`src/source/fetch_pkg.sv`:
```
package fetch_pkg;

	//////////////////////////////////////////////////
	// geometry
	//////////////////////////////////////////////////

	localparam int XLEN        = 32;
	localparam int INST_W      = 32;
	// two instructions per line
	localparam int LINE_W      = 2 * INST_W;
	localparam int MEM_TAG_W   = 4;
	localparam int IDX_W       = 5;
	localparam int CTAG_W      = XLEN - IDX_W - 3;
	localparam int CACHE_LINES = 1 << IDX_W;

	typedef logic [XLEN-1:0]      xlen_t;
	typedef logic [INST_W-1:0]    inst_t;
	typedef logic [LINE_W-1:0]    line_t;
	// zero here means busy or nothing on the bus
	typedef logic [MEM_TAG_W-1:0] mem_tag_t;
	typedef logic [IDX_W-1:0]     cache_idx_t;
	typedef logic [CTAG_W-1:0]    cache_tag_t;

	localparam xlen_t RESET_PC = '0;

	// memory bus command, store never issued by fetch
	typedef enum logic [1:0] {
		BUS_NONE  = 2'h0,
		BUS_LOAD  = 2'h1,
		BUS_STORE = 2'h2
	} bus_cmd_e;

	// miss controller states
	typedef enum logic [1:0] {
		IDLE,
		REQUEST,
		WAIT_DATA
	} ctrl_state_e;

endpackage

```
`src/source/fetch_pc_counter.sv`:
```
`timescale 1ns/1ps

module fetch_pc_counter
	import fetch_pkg::*;
(
	input  logic  clock,
	input  logic  rst_n,
	// current pc found in the cache
	input  logic  hit,
	// downstream not ready
	input  logic  stall,
	// redirect from later stage
	input  logic  redirect_en,
	input  xlen_t redirect_pc,
	output xlen_t pc
);

	//////////////////////////////////////////////////
	// pc register
	//////////////////////////////////////////////////

	xlen_t pc_q;
	xlen_t pc_next;

	// one word per delivered instruction
	localparam xlen_t PC_STEP = xlen_t'(4);

	always_comb begin
		// default hold
		pc_next = pc_q;
		if (redirect_en) begin
			// redirect wins over advance
			pc_next = redirect_pc;
		end else if (hit && !stall) begin
			// instruction taken this cycle
			pc_next = pc_q + PC_STEP;
		end
	end

	always_ff @(posedge clock) begin
		if (!rst_n) begin
			pc_q <= RESET_PC;
		end else begin
			pc_q <= pc_next;
		end
	end

	assign pc = pc_q;

endmodule

```
`src/source/icache_mem.sv`:
```
`timescale 1ns/1ps

module icache_mem
	import fetch_pkg::*;
(
	input  logic       clock,
	input  logic       rst_n,
	// lookup address
	input  xlen_t      pc,
	// line fill from the miss controller
	input  logic       fill_en,
	input  cache_idx_t fill_idx,
	input  cache_tag_t fill_tag,
	input  line_t      fill_data,
	output logic       hit,
	output inst_t      inst
);

	//////////////////////////////////////////////////
	// storage
	//////////////////////////////////////////////////

	logic [CACHE_LINES-1:0] valid_q;
	cache_tag_t             tag_q  [CACHE_LINES];
	line_t                  line_q [CACHE_LINES];

	// valid bits only, contents are don't care until filled
	always_ff @(posedge clock) begin
		if (!rst_n) begin
			valid_q <= '0;
		end else if (fill_en) begin
			valid_q[fill_idx] <= 1'b1;
		end
	end

	always_ff @(posedge clock) begin
		if (fill_en) begin
			tag_q[fill_idx]  <= fill_tag;
			line_q[fill_idx] <= fill_data;
		end
	end

	//////////////////////////////////////////////////
	// combinational read
	//////////////////////////////////////////////////

	cache_idx_t rd_idx;
	cache_tag_t rd_tag;
	line_t      rd_line;

	// index bits 7:3, tag bits 31:8
	assign rd_idx  = pc[7:3];
	assign rd_tag  = pc[31:8];
	assign rd_line = line_q[rd_idx];

	assign hit = valid_q[rd_idx] && (tag_q[rd_idx] == rd_tag);

	// pc bit 2 picks upper word
	assign inst = pc[2] ? rd_line[LINE_W-1:INST_W] : rd_line[INST_W-1:0];

endmodule

```
`src/source/icache_ctrl.sv`:
```
`timescale 1ns/1ps

module icache_ctrl
	import fetch_pkg::*;
(
	input  logic       clock,
	input  logic       rst_n,
	// fetch address and lookup result
	input  xlen_t      pc,
	input  logic       hit,
	// memory side
	input  mem_tag_t   mem2proc_response,
	input  mem_tag_t   mem2proc_tag,
	input  line_t      mem2proc_data,
	output bus_cmd_e   proc2mem_command,
	output xlen_t      proc2mem_addr,
	// fill port into the line store
	output logic       fill_en,
	output cache_idx_t fill_idx,
	output cache_tag_t fill_tag,
	output line_t      fill_data
);

	//////////////////////////////////////////////////
	// state and miss registers
	//////////////////////////////////////////////////

	ctrl_state_e state_q;
	ctrl_state_e state_next;

	// line address of the outstanding miss
	cache_idx_t miss_idx_q;
	cache_tag_t miss_tag_q;
	// tag the memory handed back on acceptance
	mem_tag_t   pend_tag_q;

	logic       accept;
	logic       data_match;

	// nonzero response in REQUEST means memory took it
	assign accept     = (state_q == REQUEST) && (mem2proc_response != '0);
	// data for our request, other tags are dropped
	assign data_match = (state_q == WAIT_DATA) && (mem2proc_tag == pend_tag_q);

	always_comb begin
		state_next = state_q;
		unique case (state_q)
			IDLE: begin
				// miss on current pc starts a line fetch
				if (!hit) begin
					state_next = REQUEST;
				end
			end
			REQUEST: begin
				// hold command until memory is not busy
				if (accept) begin
					state_next = WAIT_DATA;
				end
			end
			WAIT_DATA: begin
				if (data_match) begin
					state_next = IDLE;
				end
			end
			default: begin
				state_next = IDLE;
			end
		endcase
	end

	always_ff @(posedge clock) begin
		if (!rst_n) begin
			state_q <= IDLE;
		end else begin
			state_q <= state_next;
		end
	end

	// latch line address at miss detect
	always_ff @(posedge clock) begin
		if ((state_q == IDLE) && !hit) begin
			miss_idx_q <= pc[7:3];
			miss_tag_q <= pc[31:8];
		end
	end

	// response value becomes the pending tag
	always_ff @(posedge clock) begin
		if (accept) begin
			pend_tag_q <= mem2proc_response;
		end
	end

	//////////////////////////////////////////////////
	// outputs
	//////////////////////////////////////////////////

	assign proc2mem_command = (state_q == REQUEST) ? BUS_LOAD : BUS_NONE;

	// line aligned, low three bits zero
	assign proc2mem_addr = (state_q == REQUEST) ? {miss_tag_q, miss_idx_q, 3'b000} : '0;

	// single cycle write strobe on matching data
	assign fill_en   = data_match;
	assign fill_idx  = miss_idx_q;
	assign fill_tag  = miss_tag_q;
	assign fill_data = mem2proc_data;

endmodule

```
`src/source/fetch_top.sv`:
```
`timescale 1ns/1ps

module fetch_top
	import fetch_pkg::*;
(
	input  logic     clock,
	input  logic     rst_n,
	// downstream control
	input  logic     stall,
	input  logic     redirect_en,
	input  xlen_t    redirect_pc,
	// memory bus
	input  mem_tag_t mem2proc_response,
	input  mem_tag_t mem2proc_tag,
	input  line_t    mem2proc_data,
	output bus_cmd_e proc2mem_command,
	output xlen_t    proc2mem_addr,
	// one instruction per cycle on hit
	output logic     fetch_valid,
	output xlen_t    fetch_pc,
	output inst_t    fetch_inst
);

	//////////////////////////////////////////////////
	// internal wires
	//////////////////////////////////////////////////

	xlen_t      pc;
	logic       hit;
	inst_t      inst;

	// controller to line store
	logic       fill_en;
	cache_idx_t fill_idx;
	cache_tag_t fill_tag;
	line_t      fill_data;

	fetch_pc_counter pc_counter_0 (
		.clock       (clock),
		.rst_n       (rst_n),
		.hit         (hit),
		.stall       (stall),
		.redirect_en (redirect_en),
		.redirect_pc (redirect_pc),
		.pc          (pc)
	);

	icache_mem icache_mem_0 (
		.clock     (clock),
		.rst_n     (rst_n),
		.pc        (pc),
		.fill_en   (fill_en),
		.fill_idx  (fill_idx),
		.fill_tag  (fill_tag),
		.fill_data (fill_data),
		.hit       (hit),
		.inst      (inst)
	);

	icache_ctrl icache_ctrl_0 (
		.clock             (clock),
		.rst_n             (rst_n),
		.pc                (pc),
		.hit               (hit),
		.mem2proc_response (mem2proc_response),
		.mem2proc_tag      (mem2proc_tag),
		.mem2proc_data     (mem2proc_data),
		.proc2mem_command  (proc2mem_command),
		.proc2mem_addr     (proc2mem_addr),
		.fill_en           (fill_en),
		.fill_idx          (fill_idx),
		.fill_tag          (fill_tag),
		.fill_data         (fill_data)
	);

	// valid independent of stall
	assign fetch_valid = hit;
	assign fetch_pc    = pc;
	assign fetch_inst  = inst;

endmodule

```
`config.mk`:
```
export PLATFORM = sky130hd
export DESIGN_NAME = fetch_top
export DESIGN_NICKNAME = d
export VERILOG_FILES = /design/src/source/fetch_pkg.sv /design/src/source/fetch_pc_counter.sv /design/src/source/icache_mem.sv /design/src/source/icache_ctrl.sv /design/src/source/fetch_top.sv
export SDC_FILE = /design/constraint.sdc
export NUM_CORES = 2
export LEC_CHECK = 0
export BUFFER_PORTS_ARGS = -buffer_cell sky130_fd_sc_hd__buf_2
export CAP_MARGIN = 40
export CORE_MARGIN = 2
export CORE_UTILIZATION = 55
export CTS_BUF_LIST = sky130_fd_sc_hd__clkbuf_4 sky130_fd_sc_hd__clkbuf_8 sky130_fd_sc_hd__clkbuf_16
export DETAILED_ROUTE_END_ITERATION = 7
export MAX_ROUTING_LAYER = met4
export PLACE_DENSITY = 0.71
export SYNTH_ARGS = -nofsm -noshare
export SYNTH_HDL_FRONTEND = slang
export SYNTH_SLANG_ARGS = --single-unit
```
`constraint.sdc`:
```
create_clock -name clock -period 7.12 [get_ports clock]
set_input_delay 0 -clock clock [delete_from_list [all_inputs] [get_ports clock]]
set_output_delay 0 -clock clock [all_outputs]
set_load 0.01 [all_outputs]
```
==> results.py <==
metrics = {
    "floorplanning": {
        "dieHeight_um": 457,
        "dieArea_um2": 208000,
        "start_util_pct": 55.2,
        "rows": 166,
        "coreArea_um2": 204000,
        "dieWidth_um": 457,
        "ioPinCount": 207,
    },
    "yosys": {
        "synthDistinctLibCells": 86,
        "ys_top_cells_by_area": "edfxtp_1 (76%), mux4_2 (16%), dfxtp_1 (1.3%)",
        "synth_edf_count": 2849,
        "async_reset_ff_share_pct": 0,
        "ys_ff_latch": 2920,
        "ys.flop_type": "edfxtp_1",
        "ys_seq_area_share_pct": 77.2,
        "synth_warnings": 0,
        "synth_cells": 4872,
        "syn_area_per_cell_um2": 23.1,
        "yosysTopAreaCell": "edfxtp_1",
        "synth_top_cell_area_share_pct": 76.0,
        "netlist_area_um2": 113000,
    },
    "route": {
        "wl_per_cell_um": 34.2,
        "wl_mm": 286,
        "routed_via_density": 6.73,
        "drc": 0,
        "drtAntennaViolNets": 0,
        "firstDrtPassIters": 6,
        "first_iter_violations": 8958,
        "route.vias.total": 56200,
    },
    "layout": {
        "syn2layout_area_growth_pct": 14.9,
        "drive_above_1_share_pct": 30.1,
        "fillers": 13000,
        "fin_nets": 5532,
        "layout_commonest_cell": "edfxtp_1",
        "finalInstanceArea_um2": 129000,
        "final_cell_mix": "edfxtp_1 (2849), mux4_2 (824), clkbuf_16 (312)",
    },
    "critical_path": {
        "crit_path_start_kind": "register",
        "crit_type": "reg2reg",
        "cp.required_ns": 7.92,
        "arrival_ns": 6.58,
        "crit_path_end_kind": "register",
        "crit_fanout": 46,
    },
    "placed_design": {
        "port_buffers": 202,
        "dp_hpwl_mm": 137,
        "gp_congestion": 0.858,
        "postPlaceCellArea_um2": 118000,
    },
    "timing": {
        "rsz0062_at_grt": "false",
        "worst_pin_slew_ns": 1.09,
        "setup_tns_ns": 0,
        "hold_viol_final": 0,
        "fin_crit_ns": 5.78,
        "finalCritPeriodShare_pct": 81.2,
        "setup_viol": 0,
        "fin_skew_ns": 0.0443,
        "max_freq_mhz": 173,
        "slew_violations": 0,
        "timing.hold.ws_ns": 0.0819,
        "max_slew_margin_pct": 27.0,
    },
    "cts": {
        "cts_made_buffers": 304,
        "clk_latency_ns": 0.93,
        "htree_levels": 5,
        "cts_setup_buffers": 0,
        "clkTransAtPathRegs_ns": 0.06,
        "clock-sinks": 2920,
        "clockBufferDepth": 4,
        "cts-root-buf": "clkbuf_16",
        "cts_tree": "yes",
    },
    "global_routing": {
        "grtUsageTotal_pct": 28.4,
        "overflow": 0,
        "antenna_found_initial": 24,
        "grt_pass1_vias": 56100,
        "grt_pass1_wl_mm": 410,
        "grt_max_degree": 152,
    },
    "power_and_ir_drop": {
        "p_leak_nw": 40.4,
        "vdd_drop_max_mv": 0.266,
        "cellPowerDensity_nw_per_um2": 286,
    },
    "min_path": {
        "holdCritPathClass": "in2reg",
    },
    "job": {
        "drv_cap": 0,
    },
    "run_status": {
        "status": "finished, final reports clean",
    },
}
-- worst paths after layout --
| check | startpoint | cells after the start | slack (ns) | endpoint |
|---|---|---|---|---|
| max reg2reg | register | 11 | 1.34 | pc_counter_0.pc[28] |
| min reg2reg | icache_mem_0.valid_q[5] | 1 | 0.46 | icache_mem_0.valid_q[5] |
| max | register | 11 | 1.34 | pc_counter_0.pc[28] |
| min | redirect_pc[6] | 5 | 0.08 | pc_counter_0.pc[6] |
-- routing by layer --
| layer | global-route usage, % | up-vias | part of all wire [%] |
|---|---|---|---|
| met5 | - | - | 0 |
| met3 | 5.06 | 540 | 11 |
| met2 | 42.6 | 3522 | 48 |
| met4 | 8.17 | 0 | 3.0 |
| li1 | - | 22000 | - |
| met1 | 41.0 | 30100 | 39 |
-- power by group --
part / switching (mW) / internal (mW) / leakage [nW]
clock: 6.28 / 8.88 / 4.73
sequential: 0.186 / 19.1 / 26.3
combinational: 1.41 / 1.12 / 9.36
-- critical path, cell delays in order, from the launching register on --
cell and delay [ns]:
dfxtp_4 0.83, buf_4 0.59, mux4_2 0.58, mux2i_1 0.14
o211ai_1 0.10, nor3_1 0.61, xnor2_1 0.19, nor4_1 0.41
nand4_1 0.69, or2_0 0.61, a211o_1 0.31, dlygate4sd3_1 0.55
-- layout make-up --
cell class,count,area [um^2],share of cell area (%)
clock inverters,144,1120,0.867
inverters,14,55.1,0.0425
multi-input cells,1660,24600,19.0
well taps,2688,3360,2.60
flip-flops and latches,2920,87000,67.2
diodes,14,35.0,0.0271
clock buffers,379,8330,6.44
repair buffers,523,4940,3.82
-- cells in the mapped netlist, drive strengths merged, types with 38 or more instances --
master / number
nand3: 67
nand2: 55
a22oi: 47
mux4: 826
mux2i: 102
dfxtp: 71
o21a: 39
nor2: 81
buf: 130
and2: 38
edfxtp: 2849
clkbuf: 151
-- stage by stage --
| stage | total power, mW | std cells | util, % | setup WS, ns |
|---|---|---|---|---|
| floorplan | 21.0 | 4875 | - | 1.47 |
| global placement | 21.9 | 7588 | 57.4 | 1.84 |
| detailed placement | 22.0 | 7632 | 57.9 | 1.93 |
| CTS | 37.1 | 8328 | 63.4 | 1.25 |
| global route | 37.9 | 8341 | 63.4 | 1.02 |
| finish | 37.0 | 8342 | 63.4 | 1.34 |
-- registers in the layout (all words and copies together), names as in the netlist, named ones only --
name                      count
icache_ctrl_0.state_q         2
icache_ctrl_0.fill_idx        5
icache_ctrl_0.pend_tag_q      4
pc_counter_0.pc              32
icache_ctrl_0.fill_tag       24
icache_mem_0.line_q        2048
icache_mem_0.tag_q          768
icache_mem_0.valid_q         32
-- cells by family after synthesis --
kind of cell             share of synthesized area, %
flip-flops                                       77.2
multiplexers                                     17.5
AND/OR/NAND/NOR                                  2.14
buffers and inverters                            1.21
AO/OA/AOI/OAI                                    1.76
XOR/XNOR                                        0.171
adder cells (fa/ha/maj)                        0.0111
other                                         0.00333
-- timing repair --
| action | CTS | global route |
|---|---|---|
| hold buffers | 173 | 0 |
| endpoints found under the hold margin | 2127 | 0 |
| resized for setup | 0 | 0 |
(Power assumes the default switching activity.)
